[src/design/soc_params.svh]
// SoC fabric parameters
// Bus widths, address map, SRAM size and debug timing

`ifndef SOC_PARAMS_SVH
`define SOC_PARAMS_SVH

// Bus widths
`define SOC_ADDR_W 32
`define SOC_DATA_W 64
`define SOC_BE_W   8

// --------------------------------------------------
// Address map
// --------------------------------------------------
`define SOC_ROM_BASE  32'h0001_0000
`define SOC_ROM_LEN   32'h0000_1000
`define SOC_GPIO_BASE 32'h4000_0000
`define SOC_GPIO_LEN  32'h0000_1000
`define SOC_SRAM_BASE 32'h8000_0000

// 64-bit words, 4 KiB in total
`define SOC_SRAM_WORDS 512

`define SOC_ROM_MAGIC 32'hB007_C0DE

// Debug hold window and reset synchroniser depth
`define SOC_DBG_HOLD        64
`define SOC_RST_SYNC_STAGES 2

`endif

[src/design/debug_ctrl.sv]
// Debug control
// Turns ndmreset into a synchronised fabric reset and holds off
// debug requests for a fixed window after power-on reset

`include "soc_params.svh"

module debug_ctrl (
  input  logic clk_i,
  input  logic rst_ni,
  input  logic ndmreset_i,
  input  logic debug_req_i,
  input  logic debug_en_i,
  output logic fabric_rst_no,
  output logic debug_req_o
);

  localparam int unsigned Stages = `SOC_RST_SYNC_STAGES;
  localparam int unsigned CntW   = $clog2(`SOC_DBG_HOLD + 1);

  logic              sync_rst_n;
  logic [Stages-1:0] sync_q;
  logic [CntW-1:0]   hold_cnt_q;

  // --------------------------------------------------
  // Fabric reset with async assert and synchronous release
  // --------------------------------------------------
  assign sync_rst_n = rst_ni & ~ndmreset_i;

  always_ff @(posedge clk_i or negedge sync_rst_n) begin
    if (!sync_rst_n) begin
      sync_q <= '0;
    end else begin
      sync_q <= {sync_q[Stages-2:0], 1'b1};
    end
  end

  assign fabric_rst_no = sync_q[Stages-1];

  // --------------------------------------------------
  // Debug request gating on power-on reset only
  // --------------------------------------------------
  always_ff @(posedge clk_i or negedge rst_ni) begin
    if (!rst_ni) begin
      hold_cnt_q <= CntW'(`SOC_DBG_HOLD);
    end else if (hold_cnt_q != '0) begin
      hold_cnt_q <= hold_cnt_q - 1'b1;
    end
  end

  assign debug_req_o = (hold_cnt_q == '0) && debug_req_i && debug_en_i;

  assert property (@(posedge clk_i) disable iff (!rst_ni)
    (hold_cnt_q != '0) |-> !debug_req_o);

endmodule

[config.mk]
export PLATFORM = sky130hd
export DESIGN_NAME = debug_ctrl
export DESIGN_NICKNAME = d
export VERILOG_FILES = /design/src/design/debug_ctrl.sv
export VERILOG_INCLUDE_DIRS = /design/src /design/src/design
export SDC_FILE = /design/constraint.sdc
export NUM_CORES = 1
export LEC_CHECK = 0
export ABC_CLOCK_PERIOD_IN_PS = 1500
export BUFFER_PORTS_ARGS = -buffer_cell sky130_fd_sc_hd__buf_2
export CELL_PAD_IN_SITES_DETAIL_PLACEMENT = 1
export CELL_PAD_IN_SITES_GLOBAL_PLACEMENT = 2
export CORE_MARGIN = 5
export CORE_UTILIZATION = 30
export DETAILED_ROUTE_END_ITERATION = 12
export GPL_ROUTABILITY_DRIVEN = 0
export PLACE_DENSITY = 0.66
export SYNTH_ARGS = -nofsm -noshare
export SYNTH_HDL_FRONTEND = slang
export SYNTH_SLANG_ARGS = --single-unit
[constraint.sdc]
create_clock -name clk_i -period 1.5 [get_ports clk_i]
set_input_delay 0.15 -clock clk_i [delete_from_list [all_inputs] [get_ports clk_i]]
set_output_delay 0.15 -clock clk_i [all_outputs]
set_load 0.05 [all_outputs]
==> metrics.txt <==
status=finished, violations left; failing checks=negative setup slack; GRT Residual Overflow=0; die width=47.8 um; Fill cells=149; Setup crit start kind=register; Worst R2R Setup Slack=-60 ps; Syn Nets=42; Max IR drop VDD=0.000496 V; io pins=7; fmax=550 MHz; top cells by area, synth=dfrtp_1, xnor2_1, dfstp_2; Pwr per Cell Area=just over 700 nW/um2; Worst-path clk slew=60 ps; layout overhead on the synthesized area=48.5%; Hold Path Class=primary input to asynchronous set/reset pin; CP peak stage delay=410 ps; Rows=13; start of the worst register-to-register path=hold_cnt_q[4]; share of cells above drive strength 1=0.482; Slew Viols, Final=0; Worst R2R Path Depth=4; largest net degree at the start of global routing=9; H-tree levels=1; vias in the first global route=388; clk_lat worst skew=250 ps; final WL=984 um; final hold violation count=0; crit-path cells=or3_4, nor4b_4, and3_4, buf_8; WL per Instance=13.9 um; # setup viols final=4; Worst Skew=about 5.3 ps; Starting Density=0.325; vias per cell=4.46; setup TNS=-411 ps; critical path endpoint category=output port; number of synthesis warnings=0; die area=2280 um2; Crit. Startpoint=hold_cnt_q[4]; Layout Nets=64; LEAKAGE=0.338 nW; Clock Tree Buf Depth=2; CTS Buf Count=3; Avg Inst Size Synth=12.2 um2; DRT Pass-1 Iters=2; Worst Path Arrival=1670 ps; Residual DRC=0; global-route usage over all layers=0.114; Synth cell types=16; post-synthesis cell count=35; antenna cells=0; Worst Slack Setup Final=-317 ps; Cell Area, Synth=428 um2; CTS Sinks=9; Yosys reg bits=9; RSZ-0062 raised after global routing=true; DR iter-0 viols=1; Setup Crit Path Kind=register to output port; initial antenna violation count=0; Post-DP HPWL=about 750 um; first-pass GRT wire length=1680 um; worst reg2reg endpoint=hold_cnt_q[6]; Critical-path top delay cell=or3_4; Period minus WS final=approximately 1800 ps; clock root cell=clkbuf_4; Crit path max-delay family=simple AND/OR/NAND/NOR gates; antenna-violating nets left=0; Final period util=1.21; Die Y=approximately 48 um; TritonCTS clock tree=built; CP bufs+invs=1; CP required=1350 ps; cell taking the most area after synthesis=dfrtp_1; Final Hold Slack=288 ps; CORE AREA=1320 um2; max cap viols=0; area fraction of the dominant cell type after synthesis=0.468; Port-buffer cells=6; register area share after synthesis=0.529; routed via count=between 300 and 400; crit path max fanout=2
## cell type report
cell class	count	area (um2)	area share
repair buffers	17	128	0.201
flip-flops and latches	9	226	0.356
clock buffers	4	26.3	0.0413
multi-input cells	23	225	0.354
well taps	15	18.8	0.0295
inverters	3	11.3	0.0177
## synth_stat cells
library cell	n
mux2i_1	1
mux2_2	2
nor2b_1	1
ha_1	2
dfstp_2	1
nor3b_1	2
xnor2_1	4
dfrtp_1	8
a21oi_1	1
nor2_1	4
nor3_1	2
inv_1	3
conb_1	1
or3_4	1
nor4b_4	1
and3_2	1
## repair_timing
| action | CTS | global route |
|---|---|---|
| resized for setup | 8 | 1 |
| endpoints found under the hold margin | 9 | 0 |
| hold buffers | 2 | 0 |
| pin swaps | 1 | 0 |
| setup buffers | 0 | 0 |
| endpoints found under the setup margin | 4 | 5 |
| cloned | 0 | 0 |
## power by group
group | internal [W] | switching (W) | leakage, nW
sequential | 0.000246 | 0.000000633 | 0.119
clock | 0.000102 | 0.0000781 | 0.0150
combinational | 0.0000143 | 0.0000195 | 0.205
## through the flow
stage | setup slack [ps] | power [W] | area, um2 | util | instances
2_1_floorplan | -125 | 0.000265 | 432 | - | 35
3_3_place_gp | -86.2 | 0.000276 | 548 | 0.416 | 65
3_5_place_dp | -144 | 0.000277 | 548 | 0.416 | 65
4_1_cts | -340 | 0.000472 | 628 | 0.477 | 71
5_1_grt | -399 | 0.000491 | 636 | 0.482 | 71
6_report | -317 | 0.000460 | 636 | 0.482 | 71
## sequential cells by signal, indices dropped and copies added, names as in the netlist
register / cells
hold_cnt_q: 7
sync_q: 2
## worst max-delay path by stage
| stage | cells past startpoint | to | slack (ps) |
|---|---|---|---|
| detailed placement | 4 | debug_req_o | -140 |
| global placement | 4 | debug_req_o | -90 |
| global route | 4 | debug_req_o | -400 |
| CTS | 4 | debug_req_o | -340 |
| floorplan | 3 | debug_req_o | -120 |
| finish | 4 | debug_req_o | -320 |
## layer usage
layer | GRT usage | share of wire | vias to the layer above
met5 | 0 | 0 | -
met4 | 0.0914 | 0.014 | 0
met3 | 0.0263 | 0.017 | 2
met2 | 0.203 | 0.58 | 2
met1 | 0.111 | 0.39 | 155
li1 | - | - | 158
## cells in the final DEF, fill, tap and decap left out, types with 2 or more instances in the layout
cell           instances
inv_1                  3
ha_1                   2
buf_4                  9
nor2_1                 4
clkbuf_4               3
dlygate4sd3_1          2
dfrtp_1                8
buf_2                  5
xnor2_1                3
mux2_4                 2
## kinds of logic (layout without fill, tap and decap cells)
kind of cell / Yosys count / after routing / synth area share
other cells: 1 / 1 / 0.00876
buf+inv: 3 / 24 / 0.0263
compound gates: 1 / 1 / 0.0117
xor+xnor: 4 / 4 / 0.0819
mux: 3 / 3 / 0.0760
simple gates: 12 / 12 / 0.208
fa+ha+maj: 2 / 2 / 0.0585
flops: 9 / 9 / 0.529
Power figures use the tool's default switching activity.
