<file path="src/design/soc_params.svh">
// SoC fabric parameters
// Bus widths, address map, SRAM size and debug timing

`ifndef SOC_PARAMS_SVH
`define SOC_PARAMS_SVH

// Bus widths
`define SOC_ADDR_W 32
`define SOC_DATA_W 64
`define SOC_BE_W   8

// --------------------------------------------------
// Address map
// --------------------------------------------------
`define SOC_ROM_BASE  32'h0001_0000
`define SOC_ROM_LEN   32'h0000_1000
`define SOC_GPIO_BASE 32'h4000_0000
`define SOC_GPIO_LEN  32'h0000_1000
`define SOC_SRAM_BASE 32'h8000_0000

// 64-bit words, 4 KiB in total
`define SOC_SRAM_WORDS 512

`define SOC_ROM_MAGIC 32'hB007_C0DE

// Debug hold window and reset synchroniser depth
`define SOC_DBG_HOLD        64
`define SOC_RST_SYNC_STAGES 2

`endif

</file>
<file path="src/design/soc_pkg.sv">
// SoC fabric package
// Response codes, region index and the payloads of the SRAM delay path

`include "soc_params.svh"

package soc_pkg;

  // AXI-style response encoding
  typedef enum logic [1:0] {
    OKAY   = 2'b00,
    SLVERR = 2'b10,
    DECERR = 2'b11
  } resp_e;

  typedef enum logic [1:0] {
    REG_ROM,
    REG_SRAM,
    REG_GPIO,
    REG_NONE
  } region_e;

  // Request toward the SRAM, 105 bits
  typedef struct packed {
    logic [`SOC_ADDR_W-1:0] addr;
    logic                   we;
    logic [`SOC_BE_W-1:0]   be;
    logic [`SOC_DATA_W-1:0] wdata;
  } mem_req_t;

  // Response from the SRAM, 66 bits
  typedef struct packed {
    logic [`SOC_DATA_W-1:0] data;
    resp_e                  resp;
  } mem_rsp_t;

endpackage

</file>
<file path="src/design/boot_rom.sv">
// Boot ROM
// Pattern ROM, one cycle latency, always ready; writes get SLVERR

`include "soc_params.svh"

module boot_rom import soc_pkg::*; (
  input  logic                   clk_i,
  input  logic                   rst_ni,
  input  logic                   req_valid_i,
  input  logic [`SOC_ADDR_W-1:0] req_addr_i,
  input  logic                   req_we_i,
  output logic                   rsp_valid_o,
  output logic [`SOC_DATA_W-1:0] rsp_data_o,
  output resp_e                  rsp_resp_o
);

  localparam int unsigned OffW  = $clog2(`SOC_BE_W);
  localparam int unsigned IdxW  = $clog2(`SOC_ROM_LEN / `SOC_BE_W);
  localparam int unsigned HalfW = `SOC_DATA_W / 2;

  logic [IdxW-1:0]        word_idx;
  logic [`SOC_DATA_W-1:0] pattern;

  // Base is aligned to the ROM size
  assign word_idx = req_addr_i[OffW +: IdxW];
  // Magic word above, word index below
  assign pattern  = {`SOC_ROM_MAGIC, HalfW'(word_idx)};

  always_ff @(posedge clk_i or negedge rst_ni) begin
    if (!rst_ni) begin
      rsp_valid_o <= 1'b0;
    end else begin
      rsp_valid_o <= req_valid_i;
    end
  end

  always_ff @(posedge clk_i) begin
    if (req_valid_i) begin
      rsp_data_o <= req_we_i ? '0 : pattern;
      rsp_resp_o <= req_we_i ? SLVERR : OKAY;
    end
  end

endmodule

</file>
<file path="config.mk">
export PLATFORM = sky130hd
export DESIGN_NAME = boot_rom
export DESIGN_NICKNAME = d
export VERILOG_FILES = /design/src/design/soc_pkg.sv /design/src/design/boot_rom.sv
export VERILOG_INCLUDE_DIRS = /design/src /design/src/design
export SDC_FILE = /design/constraint.sdc
export NUM_CORES = 1
export LEC_CHECK = 0
export BUFFER_PORTS_ARGS = -buffer_cell sky130_fd_sc_hd__buf_4
export CAP_MARGIN = 0
export CORE_MARGIN = 5
export CORE_UTILIZATION = 34
export CTS_CLUSTER_DIAMETER = 150
export DETAILED_ROUTE_END_ITERATION = 7
export MAX_ROUTING_LAYER = met4
export PLACE_DENSITY = 0.88
export SLEW_MARGIN = 30
export SYNTH_ARGS = -nofsm -noshare
export SYNTH_HDL_FRONTEND = slang
export SYNTH_SLANG_ARGS = --single-unit
</file>
<file path="constraint.sdc">
create_clock -name clk_i -period 1.7 [get_ports clk_i]
set_clock_uncertainty 0.1 [all_clocks]
set_input_delay 0.085 -clock clk_i [delete_from_list [all_inputs] [get_ports clk_i]]
set_output_delay 0.085 -clock clk_i [all_outputs]
set_load 0.005 [all_outputs]
</file>
==> results of run 1 <==
-- registers in the layout, summed over array words and instances (netlist names) --
register and flops:
rsp_data_o 10, rsp_resp_o 1, rsp_valid_o 1
-- layout make-up --
class,count,area [um^2]
sequential,12,355
clock buffer,4,36.3
multi-input combinational,51,214
fill,224,1460
timing repair buffer,40,308
tap,30,37.5
inverter,1,3.75
-- placed cells by master, fill, tap and decap left out, drive strengths merged --
| master | count |
|---|---|
| buf | 37 |
| clkbuf | 4 |
| conb | 42 |
| dfrtp | 1 |
| dlygate4sd3 | 3 |
| edfxtp | 11 |
| inv | 1 |
| nor2b | 9 |
-- path summary, 6_finish.rpt --
| check | startpoint | end | depth (start not counted) |
|---|---|---|---|
| setup / recovery | rsp_data_o[61] | rsp_data_o[50] | 1 |
| hold / removal | req_addr_i[7] | rsp_data_o[4] | 2 |
| max in group asynchronous | rst_ni | rsp_valid_o | 2 |
| min in group asynchronous | rst_ni | rsp_valid_o | 2 |
-- metal layers --
layer,track usage,share of wire,vias up
met5,-,0,-
met4,0.00971,0,0
met3,0.00654,0.11,0
met1,0.0670,0.25,188
li1,-,-,205
met2,0.150,0.64,32
-- stage by stage --
stage / instance area, um^2 / hold WS [ps]
floorplan: 986 / -311
global placement: 888 / -239
detailed placement: 888 / -239
CTS: 955 / 16.1
global route: 955 / 28.8
finish: 955 / 20.6
-- power by group through the flow --
stage / Sequential (mW) / Combinational (mW) / Clock, mW
6_report: 0.359 / 0.141 / 0.215
4_1_cts: 0.360 / 0.140 / 0.219
5_1_grt: 0.364 / 0.156 / 0.234
3_3_place_gp: 0.364 / 0.131 / 0
3_5_place_dp: 0.367 / 0.135 / 0
2_1_floorplan: 0.367 / 0.134 / 0
-- cell families (layout without fill, tap and decap cells) --
group	after synthesis	count (layout)	synth area share
AND/OR/NAND/NOR	9	9	0.0677
other	1	42	0.00451
buffers and inverters	56	45	0.501
flip-flops	12	12	0.427
==> results by stage, run 1 <==
Final layout:
- The area growth from synthesis to final layout is 14.7%.
- Measured on the finished design, the core utilization comes to 0.396.
- The finished layout holds ~140 standard cells, fillers aside.
- The final layout contains 145 nets.
- The count of antenna diodes in the layout is 0.
- In the final layout, the share of cells above drive strength 1 is 0.380.

Clock tree:
- Clock tree synthesis found a total of 12 sinks.
- In this run the number of H-tree levels came out at 1.
- In this run the clock root is driven by a sky130_fd_sc_hd__clkbuf_4.
- TritonCTS built the clock tree.
- The hold buffer count at CTS is 3.
- The largest buffer count on any clock path is 2.
- The total CTS buffers is 3.
- The post-CTS clock slew at the launch and capture registers of the worst setup and hold paths is ~70 ps.
- The quantity of gates resized following cts is 0.
- The number of buffers inserted to repair setup after CTS is 0.

Synth:
- Synthesis inferred 12 register bits.
- The number of standard cells after synthesis is 78.
- In this run the cell area of the synthesized design comes to 832 um^2.
- The number of synthesized flops with an enable pin is 11.
- By instance count, the leading cell after synthesis is sky130_fd_sc_hd__buf_4.
- By area the synthesized netlist is led by sky130_fd_sc_hd__buf_4 50%, sky130_fd_sc_hd__edfxtp_1 40%, sky130_fd_sc_hd__nor2b_1 6.8%, sky130_fd_sc_hd__dfrtp_1 3.0%, sky130_fd_sc_hd__conb_1 0.45%.
- The number of warnings issued by yosys is 0.
- Counting flops with an async set or reset pin after synthesis yields a share of 0.0833.
- The synthesized design spends more area on one cell type than any other, namely sky130_fd_sc_hd__buf_4.
- The top-area cell type share of the netlist area is 0.496.
- The mean area per synthesized cell is 10.7 um^2.
- For this run, the register share of the synthesized area comes to 0.427.
- The commonest cells after synthesis are 55 x sky130_fd_sc_hd__buf_4, 11 x sky130_fd_sc_hd__edfxtp_1, 9 x sky130_fd_sc_hd__nor2b_1.
- The most used flip-flop cell after synthesis is sky130_fd_sc_hd__edfxtp_1.
- The distinct cell type count of the synthesized netlist is 6.

Flow run:
- The tool flagged a number of max-cap violations equal to 0.

Worst setup path:
- In this run the worst path has a maximum fanout of 14.
- For the worst setup path, the data required time is ~1500 ps.
- For this design, the slowest cell found on the critical path is sky130_fd_sc_hd__edfxtp_1.
- For the worst setup path, the data arrival time is between 1000 and 1500 ps.
- On the critical path the largest part of the delay comes from flip-flops.
- The critical path goes through buf_4.
- The total buffers and inverters traversed by the critical path is 1.
- The sort of element at the start of the critical path is a flop.
- STA classifies the critical path endpoint as an output pin.
- The critical setup path kind is flop to output pin.
- The largest incremental delay on the critical path is between 500 and 600 ps.

Routing:
- The total wire length after detailed routing is between 1000 and 1500 um.
- The number of search-and-repair iterations in the first detailed-routing pass is 2.
- The post-route DRC violation count is 0.
- For this block, the initial DRC count from the detailed router was 2.
- The routed length per instance is around 10 um.
- The detail-routed via count per cell is approximately 3.1.
- For this block, the via count after detailed routing is 425.
- The remaining antenna violation count after routing is 0.

Global routing:
- The pin count of the biggest net entering global routing is 15.
- Across every metal layer, demand over resource in global routing totals 0.0705.
- The total grt overflow is 0.
- The first-pass GRT wire length is between 1500 and 2000 um.
- The initial antenna violation count is 0.
- The number of global-route vias before repair is 411.

STA:
- The time the worst path needs with I/O delays and setup is 1230 ps.
- Setup total negative slack on the finished layout was measured at 0 ps.
- Across all setup checks in the final design, the least slack found is ~470 ps.
- The number of failing hold endpoints at the final stage is 0.
- The setup violation total in the final timing report is 0.
- The share of the clock period used by the worst path after layout is 0.724.
- The count of final max-slew check failures is 0.
- The top achievable clock speed is 0.812 GHz.
- Setup repair after global routing left no endpoint under its margin.

Die:
- The die is 59.5 um wide.
- The floorplan step defined a die boundary enclosing around 3500 um^2.
- Row generation in the floorplan step produced 18 rows.
- The top-level I/O count is 103.
- The height of the die is 59.5 um.
- The core region is between 2000 and 2500 um^2.
- The initial utilization of the core area, before any placement, comes to 0.345.

Power:
- The maximum vdd drop is between 0.5 and 0.6 mV.
- The register share of total power is 0.502.
- The internal portion of the total power is around 560 uW.
- Of the total power, the share spent switching nets is 0.223.
- Summed over all cells, the static leakage comes to slightly below 0.5 nW.
- The part of the power in the clock network is 0.300.
- The total power density per cell area is around 750 nW/um^2.
- The share of total power dissipated in combinational logic is 0.197.
- The analysis attributes to net switching a power of 159 uW.
- The total power draw is between 700 and 800 uW.

Placement:
- The total instance count after detailed placement is about 130.
- Input and output buffers added on the ports amount to 37.
- The post-detailed-placement half-perimeter wirelength is about 1200 um.
- The final weighted congestion of routability-driven global placement is 0.650.
- The setup slack after placement is approximately 750 ps.

Min path:
- The class of the tightest hold or removal check is input port to flop.

Outcome:
- The flow ran to the end, and the final reports show no timing, DRC or antenna violations.
Note: power is estimated with default switching activity, not from simulation.
==> run 2: changes to the inputs <==
--- a/config.mk
+++ b/config.mk
@@ -6,14 +6,16 @@
 export SDC_FILE = /design/constraint.sdc
 export NUM_CORES = 1
 export LEC_CHECK = 0
+export ABC_AREA = 1
 export BUFFER_PORTS_ARGS = -buffer_cell sky130_fd_sc_hd__buf_4
 export CAP_MARGIN = 0
+export CORE_ASPECT_RATIO = 2
 export CORE_MARGIN = 5
-export CORE_UTILIZATION = 34
+export CORE_UTILIZATION = 32
 export CTS_CLUSTER_DIAMETER = 150
 export DETAILED_ROUTE_END_ITERATION = 7
 export MAX_ROUTING_LAYER = met4
-export PLACE_DENSITY = 0.88
+export PLACE_DENSITY = 0.83
 export SLEW_MARGIN = 30
 export SYNTH_ARGS = -nofsm -noshare
 export SYNTH_HDL_FRONTEND = slang
==> constraint.sdc (replaced) <==
create_clock -name clk_i -period 1.16 [get_ports clk_i]
set_clock_uncertainty 0.1 [all_clocks]
set_input_delay 0.058 -clock clk_i [delete_from_list [all_inputs] [get_ports clk_i]]
set_output_delay 0.058 -clock clk_i [all_outputs]
set_load 0.005 [all_outputs]
==> results by stage, run 2 <==
Synth:
- The number of synthesized flops with an enable pin came to 11 (unchanged).
- The number of standard cells after synthesis is 88 (+13%).
- The distinct cell type count of the synthesized netlist is 7 (+1).
- The top-area cell type share of the netlist area is 0.483 (-0.0131).
- By count the netlist is led by 55 x sky130_fd_sc_hd__buf_4, 11 x sky130_fd_sc_hd__edfxtp_1, 10 x sky130_fd_sc_hd__inv_1.
- The share of the yosys chip area belonging to registers is 0.416 (-0.0113).
- The biggest area contributor in the post-synthesis netlist is sky130_fd_sc_hd__buf_4.
- Among all cell types in the netlist, the one instantiated most often is sky130_fd_sc_hd__buf_4.
- The mean area per synthesized cell is 9.71 um^2 (-9.0%).
- Sorting the synthesized cells by area gives the leading types as sky130_fd_sc_hd__buf_4 48%, sky130_fd_sc_hd__edfxtp_1 39%, sky130_fd_sc_hd__inv_1 4.4%, sky130_fd_sc_hd__nor2_1 4.0%, sky130_fd_sc_hd__dfrtp_1 2.9%.
- The synthesized cell area is 855 um^2 (+2.7%).
- The post-synthesis register bit count is 12 (unchanged).
- The number of warnings issued by yosys came to 0 (unchanged).
- The share of flip-flops with an asynchronous set or reset was 0.0833 (unchanged).
- The most used flip-flop cell after synthesis is sky130_fd_sc_hd__edfxtp_1.

Final layout:
- rsp_data_o holds more flip-flops than any other register.
- The share of post-route cells with drive strength above 1 is 0.347 (-0.0322).
- The largest registers in the layout are rsp_data_o (10), rsp_resp_o (1), rsp_valid_o (1).
- Compared with the post-synthesis result, the final layout area differs by 16.1%.
- The flip-flop count of the largest register, all copies and words added was 10 (unchanged).
- The library cells used most frequently in the layout, excluding fill and tap cells, are 42 x sky130_fd_sc_hd__conb_1, 37 x sky130_fd_sc_hd__buf_4, 11 x sky130_fd_sc_hd__edfxtp_1, 10 x sky130_fd_sc_hd__inv_1, 9 x sky130_fd_sc_hd__nor2_1.
- The layout filler cell count is 256 (+14%).
- The layout net count came to 155 (+6.9%).
- The most common library cell in the layout ignoring fill and taps is sky130_fd_sc_hd__conb_1.
- The count of antenna diodes in the layout is 0 (unchanged).
- The area of all placed cells without fillers is 992 um^2 (+3.9%).

Worst setup path:
- The sort of element at the start of the critical path is a flop.
- In this run the worst setup path begins at rsp_data_o[61].
- The critical setup path kind is flop to output pin.
- The critical path data arrival time is 920 ps (-130 ps).
- The critical path required time is 1000 ps (-510 ps).
- The largest fanout on the critical path is 14 (unchanged).
- The worst setup path is captured at an output pin.

Global routing:
- The pin count of the biggest net entering global routing is 15 (unchanged).
- The initial antenna violation count is 0 (unchanged).
- The aggregate global-route resource usage is 0.0604 (-0.0102).
- The first-pass GRT wire length is 1640 um (-13%).
- The total grt overflow is 0 (unchanged).
- The number of global-route vias before repair was 392 (-4.6%).

Placement:
- The post-detailed-placement half-perimeter wirelength is 1190 um (+2.1%).
- The count of input and output buffers is 37 (unchanged).
- The final weighted congestion of routability-driven global placement is 0.606 (-6.8%).
- The cell area after placement is 897 um^2 (+0.99%).

Power:
- The switching share of power is 0.219 (-0.00402).
- The static leakage power is 0.547 nW (+12%).
- The switching power total is 245 uW (+54%).
- The combinational group share of total power is 0.203 (+0.006).
- The total internal power is 875 uW (+57%).
- The register share of total power is 0.465 (-0.037).
- The total power density per cell area was 1130 nW/um^2 (+51%).
- The maximum vdd drop is 0.641 mV (+12%).
- The part of the power in the clock network is 0.332 (+0.032).

Min path:
- In this run the most critical hold path is launched from req_addr_i[7].
- The class of the tightest hold or removal check is input port to flop.

STA:
- For this run, the top clock speed supported by timing is approximately 0.92 GHz.
- The total negative slack is 0 ps (unchanged).
- The setup violation total in the final timing report is 0 (unchanged).
- The number of failing hold endpoints at the final stage is 0 (unchanged).
- Setup repair after global routing left no endpoint under its margin.
- The count of final max-slew check failures is 0 (unchanged).
- Dividing the final minimum period by the clock period gives 0.933.
- The time the worst path needs with I/O delays and setup is between 1000 and 1500 ps.

Die:
- The number of standard-cell rows in the floorplan is 26 (+8).
- The initial cell density of the core is 0.333 (-0.0128).
- The height of the die is 83.1 um (+40%).
- The top-level I/O count is 103 (unchanged).
- The area of the die is 3870 um^2 (+9.3%).
- The die outline width is 46.5 um (-22%).
- The core box area is 2570 um^2 (+6.6%).

Routing:
- The detail-routed via count per cell is 3.39 (+10%).
- The post-route DRC violation count is 0 (unchanged).
- The total vias in the final route is 495 (+16%).
- The total wire length after detailed routing came to 1320 um (-1.9%).
- The number of search-and-repair iterations in the first detailed-routing pass is 2 (unchanged).
- The remaining antenna violation count after routing is 0 (unchanged).
- The routed length per instance is 9.02 um (-7.3%).
- The first-iteration detailed-routing DRC count is 2 (unchanged).

Flow run:
- The max-cap violation count is 0 (unchanged).

Clock tree:
- The total CTS buffers is 3 (unchanged).
- The post-CTS clock slew at the launch and capture registers of the worst setup and hold paths is 50 ps (-20 ps).
- TritonCTS built the clock tree.
- The largest buffer count on any clock path came to 2 (unchanged).
- The deepest level of the CTS H-tree is 1 (unchanged).
- The clock root buffer is sky130_fd_sc_hd__clkbuf_8.
- The CTS sink count is 12 (unchanged).

Outcome:
- The run finished with clean final reports.
[run 2: cell count changes in the layout (fill, tap and decap cells not counted)]
| cell | previous run | this run |
|---|---|---|
| sky130_fd_sc_hd__clkbuf_4 | 3 | 0 |
| sky130_fd_sc_hd__nor2_1 | 0 | 9 |
| sky130_fd_sc_hd__clkbuf_1 | 0 | 1 |
| sky130_fd_sc_hd__clkbuf_8 | 1 | 3 |
| sky130_fd_sc_hd__inv_1 | 1 | 10 |
| sky130_fd_sc_hd__nor2b_1 | 9 | 0 |
| sky130_fd_sc_hd__buf_12 | 0 | 1 |
[run 2: timing repair]
item,in CTS,in global routing
endpoints found under the setup margin,14,0
setup buffers,1,0
endpoints found under the hold margin,3,0
hold buffers,3,0
resized for setup,0,0
[run 2: worst paths after layout]
| path | end | slack (ps) | cells after the start |
|---|---|---|---|
| max in group asynchronous | rsp_valid_o | 840 | 2 |
| hold / removal | rsp_data_o[4] | 6 | 3 |
| setup / recovery | rsp_data_o[61] | 80 | 2 |
| min in group asynchronous | rsp_valid_o | 30 | 2 |
[run 2: power by group through the flow]
| stage | combinational [mW] | clock, mW | sequential [mW] |
|---|---|---|---|
| finish | 0.228 | 0.372 | 0.521 |
| global placement | 0.196 | 0 | 0.534 |
| floorplan | 0.204 | 0 | 0.539 |
| global route | 0.251 | 0.408 | 0.523 |
| CTS | 0.227 | 0.385 | 0.521 |
| detailed placement | 0.199 | 0 | 0.537 |
[run 2: cell type report]
class                           instances  area, um^2  share of cell area
Timing Repair Buffer                   41         328               0.330
Inverter                               10        37.5              0.0378
Tap cell                               28        35.0              0.0353
Clock buffer                            4        45.0              0.0454
Sequential cell                        12         355               0.358
Multi-Input combinational cell         51         191               0.193
[run 2: logic make-up (layout without fill, tap and decap cells)]
| group | Yosys count | count (layout) | share of synthesized area |
|---|---|---|---|
| other | 1 | 42 | 0.00439 |
| flip-flops | 12 | 12 | 0.416 |
| buffers and inverters | 66 | 55 | 0.540 |
| AND/OR/NAND/NOR | 9 | 9 | 0.0395 |
[run 2: per-layer routing]
layer	up-vias	global-route usage	share of wire	wire [um]
li1	226	-	-	-
met5	-	-	0	0
met2	54	0.124	0.56	733
met3	2	0.00649	0.24	319
met4	0	0.0466	0.0061	8
met1	213	0.0324	0.19	256
[run 2: per-stage QoR]
stage / power (mW) / setup slack [ps] / hold slack [ps] / instances / util
2_1_floorplan: 0.743 / 285 / -338 / 129 / -
3_3_place_gp: 0.730 / 237 / -267 / 138 / 0.349
3_5_place_dp: 0.736 / 226 / -265 / 138 / 0.349
4_1_cts: 1.13 / 64.3 / 3.26 / 146 / 0.386
5_1_grt: 1.18 / 47.6 / 2.69 / 146 / 0.386
6_report: 1.12 / 78.0 / 6.50 / 146 / 0.386
[run 2: critical path: stages, from the launching register on]
cell                       delay, ps
sky130_fd_sc_hd__edfxtp_1        400
sky130_fd_sc_hd__buf_12          160
sky130_fd_sc_hd__buf_4           130
