[src/design/soc_params.svh]
// SoC fabric parameters
// Bus widths, address map, SRAM size and debug timing

`ifndef SOC_PARAMS_SVH
`define SOC_PARAMS_SVH

// Bus widths
`define SOC_ADDR_W 32
`define SOC_DATA_W 64
`define SOC_BE_W   8

// --------------------------------------------------
// Address map
// --------------------------------------------------
`define SOC_ROM_BASE  32'h0001_0000
`define SOC_ROM_LEN   32'h0000_1000
`define SOC_GPIO_BASE 32'h4000_0000
`define SOC_GPIO_LEN  32'h0000_1000
`define SOC_SRAM_BASE 32'h8000_0000

// 64-bit words, 4 KiB in total
`define SOC_SRAM_WORDS 512

`define SOC_ROM_MAGIC 32'hB007_C0DE

// Debug hold window and reset synchroniser depth
`define SOC_DBG_HOLD        64
`define SOC_RST_SYNC_STAGES 2

`endif

[src/design/soc_pkg.sv]
// SoC fabric package
// Response codes, region index and the payloads of the SRAM delay path

`include "soc_params.svh"

package soc_pkg;

  // AXI-style response encoding
  typedef enum logic [1:0] {
    OKAY   = 2'b00,
    SLVERR = 2'b10,
    DECERR = 2'b11
  } resp_e;

  typedef enum logic [1:0] {
    REG_ROM,
    REG_SRAM,
    REG_GPIO,
    REG_NONE
  } region_e;

  // Request toward the SRAM, 105 bits
  typedef struct packed {
    logic [`SOC_ADDR_W-1:0] addr;
    logic                   we;
    logic [`SOC_BE_W-1:0]   be;
    logic [`SOC_DATA_W-1:0] wdata;
  } mem_req_t;

  // Response from the SRAM, 66 bits
  typedef struct packed {
    logic [`SOC_DATA_W-1:0] data;
    resp_e                  resp;
  } mem_rsp_t;

endpackage

[src/design/bus_decoder.sv]
// Bus decoder
// Routes one request at a time to the boot ROM or the SRAM path and
// answers the GPIO hole and unmapped space with error responses

`include "soc_params.svh"

module bus_decoder import soc_pkg::*; (
  input  logic                   clk_i,
  input  logic                   rst_ni,
  // Upstream request
  input  logic                   req_valid_i,
  output logic                   req_ready_o,
  input  logic [`SOC_ADDR_W-1:0] req_addr_i,
  input  logic                   req_we_i,
  input  logic [`SOC_BE_W-1:0]   req_be_i,
  input  logic [`SOC_DATA_W-1:0] req_wdata_i,
  // Upstream response
  output logic                   rsp_valid_o,
  input  logic                   rsp_ready_i,
  output logic [`SOC_DATA_W-1:0] rsp_data_o,
  output resp_e                  rsp_resp_o,
  // Boot ROM
  output logic                   rom_req_valid_o,
  input  logic                   rom_rsp_valid_i,
  input  logic [`SOC_DATA_W-1:0] rom_rsp_data_i,
  input  resp_e                  rom_rsp_resp_i,
  // SRAM path
  output logic                   sram_req_valid_o,
  input  logic                   sram_req_ready_i,
  input  logic                   sram_rsp_valid_i,
  output logic                   sram_rsp_ready_o,
  input  logic [`SOC_DATA_W-1:0] sram_rsp_data_i,
  input  resp_e                  sram_rsp_resp_i,
  // Request fields shared by both targets
  output logic [`SOC_ADDR_W-1:0] req_addr_o,
  output logic                   req_we_o,
  output logic [`SOC_BE_W-1:0]   req_be_o,
  output logic [`SOC_DATA_W-1:0] req_wdata_o
);

  localparam logic [`SOC_ADDR_W-1:0] RomEnd  = `SOC_ROM_BASE + `SOC_ROM_LEN;
  localparam logic [`SOC_ADDR_W-1:0] GpioEnd = `SOC_GPIO_BASE + `SOC_GPIO_LEN;
  localparam logic [`SOC_ADDR_W-1:0] SramEnd =
    `SOC_SRAM_BASE + `SOC_SRAM_WORDS * `SOC_BE_W;

  region_e                region;
  region_e                owner_q;
  logic                   outstanding_q;
  logic                   outstanding_d;
  logic                   ready_q;
  logic                   req_fire;
  logic                   rsp_fire;
  logic                   rom_req_q;
  logic                   sram_req_q;
  logic                   rsp_valid_q;
  logic                   rsp_load;
  logic [`SOC_DATA_W-1:0] rsp_data_d;
  logic [`SOC_DATA_W-1:0] rsp_data_q;
  resp_e                  rsp_resp_d;
  resp_e                  rsp_resp_q;

  // --------------------------------------------------
  // Address decode
  // --------------------------------------------------
  always_comb begin
    if (req_addr_i >= `SOC_ROM_BASE && req_addr_i < RomEnd) begin
      region = REG_ROM;
    end else if (req_addr_i >= `SOC_SRAM_BASE && req_addr_i < SramEnd) begin
      region = REG_SRAM;
    end else if (req_addr_i >= `SOC_GPIO_BASE && req_addr_i < GpioEnd) begin
      region = REG_GPIO;
    end else begin
      region = REG_NONE;
    end
  end

  assign req_fire      = req_valid_i && ready_q;
  assign rsp_fire      = rsp_valid_q && rsp_ready_i;
  assign outstanding_d = req_fire || (outstanding_q && !rsp_fire);

  // Only take from the SRAM path while its transfer is pending
  assign sram_rsp_ready_o = outstanding_q && owner_q == REG_SRAM && !rsp_valid_q;

  // Response source select
  always_comb begin
    rsp_load   = 1'b0;
    rsp_data_d = '0;
    rsp_resp_d = OKAY;
    if (req_fire && region == REG_GPIO) begin
      rsp_load   = 1'b1;
      rsp_resp_d = SLVERR;
    end else if (req_fire && region == REG_NONE) begin
      rsp_load   = 1'b1;
      rsp_resp_d = DECERR;
    end else if (rom_rsp_valid_i && outstanding_q && owner_q == REG_ROM) begin
      rsp_load   = 1'b1;
      rsp_data_d = rom_rsp_data_i;
      rsp_resp_d = rom_rsp_resp_i;
    end else if (sram_rsp_valid_i && sram_rsp_ready_o) begin
      rsp_load   = 1'b1;
      rsp_data_d = sram_rsp_data_i;
      rsp_resp_d = sram_rsp_resp_i;
    end
  end

  // --------------------------------------------------
  // Transaction tracking
  // --------------------------------------------------
  always_ff @(posedge clk_i or negedge rst_ni) begin
    if (!rst_ni) begin
      outstanding_q <= 1'b0;
      ready_q       <= 1'b0;
      owner_q       <= REG_NONE;
      rom_req_q     <= 1'b0;
      sram_req_q    <= 1'b0;
      rsp_valid_q   <= 1'b0;
    end else begin
      outstanding_q <= outstanding_d;
      ready_q       <= !outstanding_d;
      rom_req_q     <= req_fire && region == REG_ROM;
      if (req_fire) begin
        owner_q <= region;
      end
      if (req_fire && region == REG_SRAM) begin
        sram_req_q <= 1'b1;
      end else if (sram_req_ready_i) begin
        sram_req_q <= 1'b0;
      end
      if (rsp_load) begin
        rsp_valid_q <= 1'b1;
      end else if (rsp_fire) begin
        rsp_valid_q <= 1'b0;
      end
    end
  end

  always_ff @(posedge clk_i) begin
    if (req_fire) begin
      req_addr_o  <= req_addr_i;
      req_we_o    <= req_we_i;
      req_be_o    <= req_be_i;
      req_wdata_o <= req_wdata_i;
    end
    if (rsp_load) begin
      rsp_data_q <= rsp_data_d;
      rsp_resp_q <= rsp_resp_d;
    end
  end

  assign req_ready_o      = ready_q;
  assign rom_req_valid_o  = rom_req_q;
  assign sram_req_valid_o = sram_req_q;
  assign rsp_valid_o      = rsp_valid_q;
  assign rsp_data_o       = rsp_data_q;
  assign rsp_resp_o       = rsp_resp_q;

  // Each response belongs to an accepted request
  assert property (@(posedge clk_i) disable iff (!rst_ni)
    $rose(rsp_valid_o) |-> outstanding_q);

endmodule

[config.mk]
export PLATFORM = sky130hd
export DESIGN_NAME = bus_decoder
export DESIGN_NICKNAME = d
export VERILOG_FILES = /design/src/design/soc_pkg.sv /design/src/design/bus_decoder.sv
export VERILOG_INCLUDE_DIRS = /design/src /design/src/design
export SDC_FILE = /design/constraint.sdc
export NUM_CORES = 1
export LEC_CHECK = 0
export BUFFER_PORTS_ARGS = -buffer_cell sky130_fd_sc_hd__buf_2
export CORE_AREA = 2 2 164 166
export DETAILED_ROUTE_END_ITERATION = 8
export DIE_AREA = 0 0 166 168
export GPL_TIMING_DRIVEN = 0
export HOLD_SLACK_MARGIN = 0.15
export PLACE_DENSITY_LB_ADDON = 0.12
export RECOVER_POWER = 50
export SYNTH_ARGS = -nofsm -noshare
export SYNTH_HDL_FRONTEND = slang
export SYNTH_SLANG_ARGS = --single-unit
export TNS_END_PERCENT = 5
[constraint.sdc]
create_clock -name clk_i -period 11.9 [get_ports clk_i]
set_input_delay 1.785 -clock clk_i [delete_from_list [all_inputs] [get_ports clk_i]]
set_output_delay 1.785 -clock clk_i [all_outputs]
set_load 0.02 [all_outputs]
==> results of run 1 <==
## sequential cells by signal, summed over array words and instances, names as in the netlist
name / count
rom_req_valid_o: 1
req_addr_o: 32
owner_q: 2
outstanding_q: 1
req_wdata_o: 64
req_ready_o: 1
rsp_data_o: 64
sram_req_valid_o: 1
rsp_resp_o: 2
req_we_o: 1
req_be_o: 8
rsp_valid_o: 1
## power groups by stage
| stage | registers [µW] | clock network [µW] | logic [µW] |
|---|---|---|---|
| 4_1_cts | 903 | 584 | 531 |
| 2_1_floorplan | 1100 | 0 | 121 |
| 6_report | 905 | 563 | 497 |
| 3_5_place_dp | 915 | 0 | 532 |
| 3_3_place_gp | 930 | 0 | 528 |
| 5_1_grt | 921 | 607 | 538 |
## per-layer routing
layer  up-vias  routed length [µm]
li1       2346                   -
met5         -                  13
met2       269               10300
met4         2                 299
met1      2322                8230
met3        15                1930
## critical path, stage by stage
cell        delay [ns]
clkbuf_1          0.08
nand2_1           0.22
clkinvlp_2        1.42
o41a_1            0.67
or3_4             0.77
## worst min path at each step
stage	start	end	slack [ns]	cells after the start
after floorplan	outstanding_q	outstanding_q	0.47	2
after global placement	owner_q[1]	owner_q[1]	0.50	1
after detailed placement	outstanding_q	outstanding_q	0.51	2
after CTS	owner_q[1]	owner_q[1]	0.52	1
after global routing	owner_q[1]	owner_q[1]	0.54	1
final	owner_q[1]	owner_q[1]	0.52	1
## metrics by stage
step	cell area (µm²)	power (µW)	hold slack (ns)	cells	worst slack (ns)
2_1_floorplan	6410	1220	0.470	371	5.51
6_report	9390	1960	0.515	1165	6.95
5_1_grt	9380	2070	0.537	1164	6.65
3_3_place_gp	8930	1460	0.503	1131	3.38
4_1_cts	9560	2020	0.520	1164	8.16
3_5_place_dp	8970	1450	0.506	1132	7.70
## final cells by class
class | count | area (µm²) | area share (%)
Inverter | 3 | 12.5 | 0.133
Antenna cell | 1 | 2.50 | 0.0267
Buffer | 21 | 85.1 | 0.907
Multi-Input combinational cell | 169 | 1010 | 10.7
Clock buffer | 18 | 429 | 4.57
Timing Repair Buffer | 420 | 1950 | 20.8
Sequential cell | 178 | 5310 | 56.6
Tap cell | 341 | 427 | 4.55
Clock inverter | 14 | 158 | 1.68
## placed cells by master (no fill, tap or decap), drive strengths merged, types with 2 or more instances in the layout
| master | instances |
|---|---|
| nor2 | 67 |
| or4 | 2 |
| and4bb | 2 |
| edfxtp | 171 |
| nor3 | 2 |
| clkinv | 6 |
| o41a | 2 |
| dfrtp | 5 |
| or3 | 2 |
| a22oi | 64 |
| clkbuf | 172 |
| buf | 287 |
| xnor2 | 2 |
| inv | 10 |
| nand2 | 6 |
| nor4 | 6 |
| dfstp | 2 |
## cell families (layout without fill, tap and decap cells)
| family | count (synthesis) | after routing | share of synthesized area (%) |
|---|---|---|---|
| AO/OA/AOI/OAI | 72 | 72 | 8.65 |
| AND/OR/NAND/NOR | 95 | 95 | 6.71 |
| flip-flops | 178 | 178 | 82.9 |
| other | 0 | 1 | 0 |
| XOR/XNOR | 2 | 2 | 0.273 |
| buffers and inverters | 24 | 476 | 1.50 |
==> reports/qor.csv, run 1 <==
stage,metric,value,unit
synthesis,Synth top area share,80.1,%
finish,share of post-route cells with drive strength above 1,39.4,%
setup_path,Worst R2R Start,req_ready_o,
power,Clock power frac,28.7,%
synthesis,"EDFF count, synth",171,
grt,global-route met1 utilization,17.0,%
floorplan,Top Ports,420,
setup_path,crit path max fanout,66,
drt,Routed Antenna Nets,0,
clocking,Root Driver,clkbuf_16,
clocking,clock buffer depth,2,
finish,P&R area growth vs syn,46.4,%
floorplan,cell row count,60,
setup_path,CP required,11.95,ns
synthesis,"Seq/Total Area, Yosys",82.9,%
finish,fillcell total,2726,
grt,grt total ovfl,0,
power,Psw,686,µW
power,pwr/cell area,209,nW/µm²
timing,Slew Limit Fails,39,
grt,met2 Use GR,24.8,%
drt,vias per cell,4.25,
clocking,setup bufs post-CTS,0,
grt,first-pass GRT wire length,30100,µm
timing,clock skew,0.0173,ns
floorplan,Starting Density,24.3,%
floorplan,Die ar.,27900,µm²
power,Worst VDD drop,81.8,µV
setup_path,Crit Path Category,in -> reg,
synthesis,"Cell Area, Synth",6410,µm²
status,failing checks,"capacitance limit, slew limit",
drt,vias,4954,
placement,hpwl dp,16100,µm
timing,final hold vios,0,
drt,"wirelength, routed",20800,µm
timing,Final Cycle Share,41.6,%
setup_path,Worst Reg-to-Reg Cells,4,
drt,DRT iter0 DRCs,211,
grt,grt peak-use layer,met2,
timing,worst-margin pin slew,1.78,ns
clocking,post-cts sizing count,0,
timing,Tmin final,4.95,ns
setup_path,reg-to-reg setup timing slack,8.02,ns
setup_path,Worst R2R End,rsp_data_o[46],
grt,pin count of the biggest net entering global routing,71,
power,Pleak,0.00366,µW
placement,gp weighted congestion,0.773,
timing,slew margin rel.,-19.3,%
clocking,CTS tree,built,
grt,vias in the first global route,4914,
synthesis,net count after synthesis,615,
setup_path,Critical Path Source Type,input port,
floorplan,Vert. Die Dim,168,µm
synthesis,Post-synth ARST share,3.93,%
min_path,hold crit path type,reg -> reg,
synthesis,post-synthesis sequential element count,178,
power,Switching Fraction,34.9,%
status,outcome,"complete, but fails checks",
timing,Max Clk Rate,0.202,GHz
setup_path,Setup crit end,rsp_data_o[46],
synthesis,Mean Syn Cell Area,17.3,µm²
finish,# nets final,1054,
placement,port buffer count,419,
setup_path,critical path arrival,4.99,ns
synthesis,synth cell count leaders,"171 x edfxtp_1, 67 x nor2_1, 64 x a22oi_1",
clocking,Clock Latency Late Sink,0.42,ns
clocking,"Hold-fix buffers, CTS",0,
power,combinational share of power,25.3,%
clocking,clock buffer count from CTS,17,
synthesis,most common cell in the synthesized netlist,edfxtp_1,
grt,initial antenna violation count,1,
drt,Residual DRC,0,
grt,GRT Util Overall,14.4,%
power,Reg power frac,46.0,%
drt,drt first pass iters,4,
synthesis,Post-synth top flop,edfxtp_1,
synthesis,main area contributors after synthesis,"edfxtp_1 80%, a22oi_1 7.5%, nor2_1 3.9%",
synthesis,yosys warns,0,
floorplan,Core Box Area,26400,µm²
setup_path,Setup crit end kind,flip-flop,
synthesis,synth unique cells,30,
synthesis,dominant cell type by area after synthesis,edfxtp_1,
timing,final setup TNS,0,ns
timing,final setup fails,0,
run,maxcap violations,1,
timing,RSZ-0062 raised after global routing,false,
drt,Wirelength per Cell,17.8,µm
grt,global-route met3 utilization,5.10,%
clocking,htree depth,4,
finish,final core utilization,35.6,%
floorplan,Die Width,166,µm
clocking,clk sinks,178,
synthesis,synthesized netlist cell count,371,
clocking,Clock transition at path regs,0.07,ns
power,Power Internal,1280,µW
setup_path,worst setup path startpoint,req_valid_i,
Power figures use the tool's default switching activity.
==> run 2: changes to the inputs <==
- CORE_AREA: 2 2 164 166 -> 2 2 163 165
- DIE_AREA: 0 0 166 168 -> 0 0 165 167
- clock period: 11.9 -> 4.1 ns (I/O delays scaled with it)
==> reports/qor.csv, run 2 (same netlist as run 1, synthesis figures left out) <==
stage,metric,value,unit,change
status,outcome,"finished, final reports clean",,
floorplan,Top Ports,420,,unchanged
setup_path,reg-to-reg setup timing slack,1.39,ns,-6.63 ns
grt,vias in the first global route,4942,,+0.57%
finish,register area,5310,µm²,unchanged
run,maxcap violations,0,,-1
timing,final setup fails,0,,unchanged
setup_path,CP required,4.24,ns,-7.71 ns
drt,vias,4958,,+0.081%
finish,"leading cell type in the layout, fill and taps excluded",buf_2,,
grt,grt total ovfl,0,,unchanged
min_path,Hold Path Sink,req_wdata_o[38],,
timing,Max Clk Rate,0.370,GHz,
min_path,Hold Startpoint,req_wdata_i[38],,
finish,Multi-input gate area,1010,µm²,unchanged
clocking,CTS tree,built,,
power,Worst VDD drop,300,µV,+270%
placement,port buffer count,419,,unchanged
setup_path,Worst Reg-to-Reg Cells,5,,+1
timing,worst-margin pin slew,0.566,ns,-1.21 ns
floorplan,cell row count,59,,-1.7%
floorplan,Die Width,165,µm,-0.60%
setup_path,Crit Path Category,reg -> reg,,
clocking,clk sinks,178,,unchanged
finish,fillcell total,2701,,-0.92%
setup_path,Worst R2R End,rsp_data_o[48],,
setup_path,Critical Path Source Type,flip-flop,,
power,Tot Pwr,5730,µW,+190%
finish,share of post-route cells with drive strength above 1,35.3,%,-4.1 points
clocking,Root Driver,clkbuf_16,,
finish,"commonest cells after routing, fill and taps aside","251 x buf_2, 190 x clkbuf_1, 171 x edfxtp_1",,
power,Pleak,0.00359,µW,-1.9%
drt,Residual DRC,0,,unchanged
timing,Slew Limit Fails,0,,-100%
setup_path,critical path arrival,2.85,ns,-2.14 ns
min_path,hold crit path type,in -> reg,,
drt,Routed Antenna Nets,0,,unchanged
timing,clock skew,0.0196,ns,+0.00229 ns
drt,"wirelength, routed",20700,µm,-0.21%
drt,vias per cell,4.27,,+0.34%
timing,RSZ-0062 raised after global routing,false,,
timing,Hold WS,0.358,ns,-0.157 ns
setup_path,crit path max fanout,45,,-32%
placement,gp weighted congestion,0.730,,-5.5%
finish,Post-Layout Inst Area,9420,µm²,+0.32%
timing,final setup TNS,0,ns,unchanged
grt,GRT Util Overall,14.5,%,+0.063 points
finish,# nets final,1058,,+0.38%
timing,slew margin rel.,62.3,%,+82 points
timing,Final Cycle Share,66.0,%,
timing,Tmin final,2.71,ns,
clocking,clock buffer depth,2,,unchanged
floorplan,Vert. Die Dim,167,µm,-0.60%
placement,hpwl dp,16100,µm,-0.38%
finish,P&R area growth vs syn,46.9,%,
setup_path,Setup crit end kind,flip-flop,,
grt,first-pass GRT wire length,29600,µm,-1.8%
power,pwr/cell area,608,nW/µm²,+190%
drt,drt first pass iters,4,,unchanged
placement,placed inst area,9030,µm²,+0.68%
finish,ANT cells,0,,-1
clocking,clock buffer count from CTS,17,,unchanged
timing,final hold vios,0,,unchanged
clocking,Clock transition at path regs,0.08,ns,about the same
min_path,WHS Path Cells,1,,unchanged
clocking,Clock Latency Late Sink,0.43,ns,about the same
floorplan,Core Box Area,25800,µm²,-2.2%
clocking,post-cts sizing count,0,,unchanged
floorplan,Die ar.,27600,µm²,-1.2%
grt,pin count of the biggest net entering global routing,46,,-35%
floorplan,Starting Density,24.9,%,+0.55 points
clocking,htree depth,4,,unchanged
drt,DRT iter0 DRCs,310,,+47%
finish,final core utilization,36.5,%,+0.93 points
grt,initial antenna violation count,1,,unchanged
setup_path,Worst R2R Start,req_ready_o,,
drt,Wirelength per Cell,17.8,µm,about the same
## run 2: cell types whose count changed in the layout (fill, tap and decap cells not counted), sizes merged
cell,previous run,this run
clkbuf,172,207
buf,287,255
diode,1,0
dlygate4sd3,0,1
clkinvlp,1,2
inv,10,9
## run 2: final cells by class
class	count	share of cell area (%)
timing repair buffer	424	21.1
clock inverter	14	1.71
inverter	3	0.159
buffer	21	0.904
multi-input combinational	169	10.7
clock buffer	18	4.56
tap	335	4.45
sequential	178	56.4
## run 2: metal layers
layer	track usage [%]	part of all wire, %
met1	16.6	38
met2	24.7	49
met3	5.88	11
met4	4.23	1.6
met5	0	0.077
## run 2: worst max-delay path by stage
stage | startpoint | cells after the start | slack [ns] | to
after floorplan | req_valid_i | 4 | 0.13 | rsp_data_o[0]
after global placement | req_valid_i | 5 | -1.31 | rsp_data_o[44]
after detailed placement | req_valid_i | 6 | 1.01 | rsp_data_o[44]
after CTS | req_ready_o | 5 | 1.34 | rsp_data_o[48]
after global routing | req_ready_o | 5 | 1.21 | rsp_data_o[48]
final | req_ready_o | 5 | 1.39 | rsp_data_o[48]
## run 2: worst max-delay path: stages (launching register included)
cell and delay, ns:
dfrtp_1 0.39, nand2_1 0.24, clkinvlp_4 0.53, o41a_1 0.38, or3_4 0.59, buf_16 0.26
## run 2: power breakdown
part	leakage (µW)	internal [µW]	switching, µW
Clock	0.000284	825	809
Sequential	0.00171	2520	98.1
Combinational	0.00159	381	1100
## run 2: through the flow
stage	worst slack, ns	instances
CTS	1.34	1162
finish	1.39	1162
global placement	-1.31	1125
global route	1.21	1162
floorplan	0.134	371
detailed placement	1.01	1129
## run 2: timing repair
item,4_1_cts,5_1_grt
buffers inserted,0,0
hold buffers,1,0
endpoints found under the hold margin,5,0
==> run 3: changes to the inputs <==
- ABC_AREA: default -> 1
- CORE_AREA: 2 2 163 165 -> 2 2 162 164
- DIE_AREA: 0 0 165 167 -> 0 0 164 166
- clock period: 4.1 -> 2.6 ns (I/O delays scaled with it)
==> reports/qor.csv, run 3 <==
stage,metric,value,unit,change
synthesis,largest family of logic cells by synthesized area,buffers and inverters,,
timing,clock skew,0.0188,ns,-0.000868 ns
clocking,CTS tree,built,,
clocking,clk sinks,178,,unchanged
clocking,clock buffer depth,2,,unchanged
synthesis,Post-synth ARST share,3.93,%,unchanged
setup_path,Worst Reg-to-Reg Cells,5,,unchanged
finish,share of post-route cells with drive strength above 1,29.1,%,-6.2 points
placement,hpwl dp,17500,µm,+9.0%
placement,port buffer count,419,,unchanged
grt,global-route met3 utilization,6.64,%,+0.77 points
grt,GRT Util Overall,16.5,%,+2.0 points
synthesis,"EDFF count, synth",171,,unchanged
drt,DRT iter0 DRCs,287,,-7.4%
synthesis,Post-synth top flop,edfxtp_1,,
timing,Slew Limit Fails,0,,unchanged
floorplan,Top Ports,420,,unchanged
timing,Hold WS,0.184,ns,-0.174 ns
synthesis,post-synthesis simple-gate area fraction,9.96,%,+3.2 points
finish,"commonest cells after routing, fill and taps aside","288 x buf_2, 206 x inv_1, 171 x edfxtp_1",,
synthesis,post-synthesis mux area share,0,%,unchanged
setup_path,crit path max fanout,41,,-8.9%
setup_path,Worst R2R Start,req_ready_o,,
grt,pin count of the biggest net entering global routing,67,,+46%
synthesis,most common cell in the synthesized netlist,inv_1,,
setup_path,reg-to-reg setup timing slack,0.23,ns,-1.16 ns
setup_path,Crit path largest cell delay,0.83,ns,+0.24 ns
grt,met2 Use GR,30.3,%,+5.5 points
min_path,Hold Startpoint,rsp_ready_i,,
setup_path,Setup crit end kind,flip-flop,,
clocking,Root Driver,clkbuf_16,,
synthesis,"Cell Area, Synth",7340,µm²,+14%
drt,drt first pass iters,4,,unchanged
synthesis,area share of fa/ha/maj cells after synthesis,0,%,unchanged
finish,# nets final,1441,,+36%
timing,Final Cycle Share,91.1,%,+25 points
timing,final setup fails,0,,unchanged
drt,vias,6131,,+24%
setup_path,most frequent CP cell,buf_12,,
run,maxcap violations,0,,unchanged
synthesis,post-synthesis xor/xnor area fraction,0,%,-0.27 points
grt,first-pass GRT wire length,33700,µm,+14%
min_path,WHS Path Cells,2,,+1
finish,ANT cells,0,,unchanged
synthesis,"Seq/Total Area, Yosys",72.4,%,-10 points
status,outcome,"finished, final reports clean",,
power,Tot Pwr,9790,µW,+71%
grt,initial antenna violation count,4,,+3
floorplan,Die Width,164,µm,-0.61%
finish,Finished Layout Cells,1545,,+33%
floorplan,Vert. Die Dim,166,µm,-0.60%
timing,RSZ-0062 raised after global routing,false,,
power,Pleak,0.00569,µW,+59%
drt,vias per cell,3.97,,-7.0%
synthesis,post-synthesis sequential element count,178,,unchanged
finish,P&R area growth vs syn,55.7,%,
power,Worst VDD drop,397,µV,+32%
floorplan,Starting Density,28.7,%,+3.8 points
drt,Residual DRC,0,,unchanged
synthesis,Synth Area in Compound Gates,5.10,%,-3.5 points
drt,Wirelength per Cell,15.2,µm,-15%
floorplan,Core Box Area,25600,µm²,-0.57%
setup_path,Crit Path Category,reg -> reg,,
min_path,Hold Path Sink,rsp_valid_o,,
timing,Tmin final,2.37,ns,-0.339 ns
clocking,htree depth,4,,unchanged
setup_path,critical path arrival,2.49,ns,-0.36 ns
timing,worst-margin pin slew,1.07,ns,+0.500 ns
synthesis,main area contributors after synthesis,"edfxtp_1 70%, inv_1 11%, nor2_1 7.3%",,
synthesis,synth unique cells,28,,-6.7%
synthesis,net count after synthesis,897,,+46%
clocking,post-cts sizing count,0,,unchanged
synthesis,dominant cell type by area after synthesis,edfxtp_1,,
drt,"wirelength, routed",23500,µm,+13%
synthesis,synth cell count leaders,"207 x inv_1, 171 x edfxtp_1, 143 x nor2_1",,
synthesis,Mean Syn Cell Area,11.2,µm²,-35%
grt,grt peak-use layer,met2,,
timing,Max Clk Rate,0.422,GHz,+14%
synthesis,Synth top area share,70.0,%,-10 points
setup_path,CP Cell Sequence,nand2_1 -> clkinvlp_2 -> clkbuf_2 -> buf_12 -> buf_12,,
power,pwr/cell area,856,nW/µm²,+41%
timing,slew margin rel.,28.9,%,-33 points
synthesis,synthesized netlist cell count,653,,+76%
drt,Routed Antenna Nets,0,,unchanged
grt,global-route met1 utilization,17.4,%,+0.73 points
floorplan,Die ar.,27200,µm²,-1.2%
floorplan,cell row count,59,,unchanged
grt,vias in the first global route,5999,,+21%
setup_path,Worst R2R End,req_wdata_o[5],,
synthesis,yosys warns,0,,unchanged
placement,gp weighted congestion,0.806,,+10%
min_path,hold crit path type,in -> reg,,
setup_path,CP required,2.72,ns,-1.52 ns
placement,dpl cells,1410,,+25%
clocking,Clock Latency Late Sink,0.43,ns,about the same
setup_path,Critical Path Source Type,flip-flop,,
grt,grt total ovfl,0,,unchanged
clocking,Clock transition at path regs,0.07,ns,about the same
setup_path,"Slowest-stage cell, CP",clkbuf_2,,
timing,final hold vios,0,,unchanged
finish,"leading cell type in the layout, fill and taps excluded",buf_2,,
clocking,clock buffer count from CTS,17,,unchanged
==> run 3: changes by cell type after synthesis, sizes merged, moves of 6 or more <==
cell	before	now
clkbuf	16	8
inv	3	207
nand2	6	19
o21ai	0	67
a22oi	64	0
nor4	6	0
buf	5	13
nor2	67	146
==> run 3: where the power goes <==
part	switching, µW	internal, µW	leakage, µW
logic	2040	792	0.00367
registers	186	4060	0.00171
clock network	1300	1410	0.000307
==> run 3: routing by layer <==
metal / share of wire (%) / vias up
li1: - / 3107
met1: 37 / 2724
met2: 51 / 276
met3: 11 / 20
met4: 1.4 / 4
met5: 0.077 / -
==> run 3: worst max-delay path by stage <==
| stage | startpoint | end | slack (ns) | depth (start not counted) |
|---|---|---|---|---|
| 2_1_floorplan | req_ready_o | rsp_data_o[0] | -0.39 | 5 |
| 3_3_place_gp | req_valid_i | rsp_data_o[28] | -1.64 | 6 |
| 3_5_place_dp | owner_q[0] | rsp_data_o[30] | 0.27 | 8 |
| 4_1_cts | req_addr_i[29] | rsp_data_o[26] | 0.15 | 9 |
| 5_1_grt | req_ready_o | req_wdata_o[51] | 0.05 | 5 |
| 6_report | req_ready_o | req_wdata_o[5] | 0.23 | 5 |
==> run 3: logic make-up after synthesis <==
kind of cell,Yosys count
AO/OA/AOI/OAI,71
buffers and inverters,228
AND/OR/NAND/NOR,176
flip-flops,178
==> run 3: area by class of cell <==
cell class | instances | area [µm²]
Multi-Input combinational cell | 248 | 1130
Tap cell | 335 | 419
Inverter | 207 | 778
Timing Repair Buffer | 524 | 2990
Clock buffer | 17 | 425
Buffer | 21 | 151
Clock inverter | 15 | 213
Fill cell | 2588 | 14200
Sequential cell | 178 | 5310
==> run 3: through the flow <==
stage                     worst slack, ns  util [%]  cell area (µm²)  TNS [ns]
after floorplan                    -0.393         -             7370    -33.12
after global placement              -1.64      38.6             9890   -284.67
after detailed placement            0.268      38.8             9950         0
after CTS                           0.148      45.2            11600         0
after global routing               0.0488      44.6            11400         0
final                               0.233      44.6            11400         0
==> run 3: critical path, delay by kind of cell, from the launching register on <==
kind	cells	cell delay, ns
flops	1	0.35
buf+inv	4	1.59
simple gates	1	0.09
==> run 3: timing repair <==
| item | CTS | global route |
|---|---|---|
| buffers inserted | 0 | 0 |
| endpoints found under the setup margin | 0 | 11 |
| hold buffers | 100 | 2 |
| endpoints found under the hold margin | 106 | 2 |
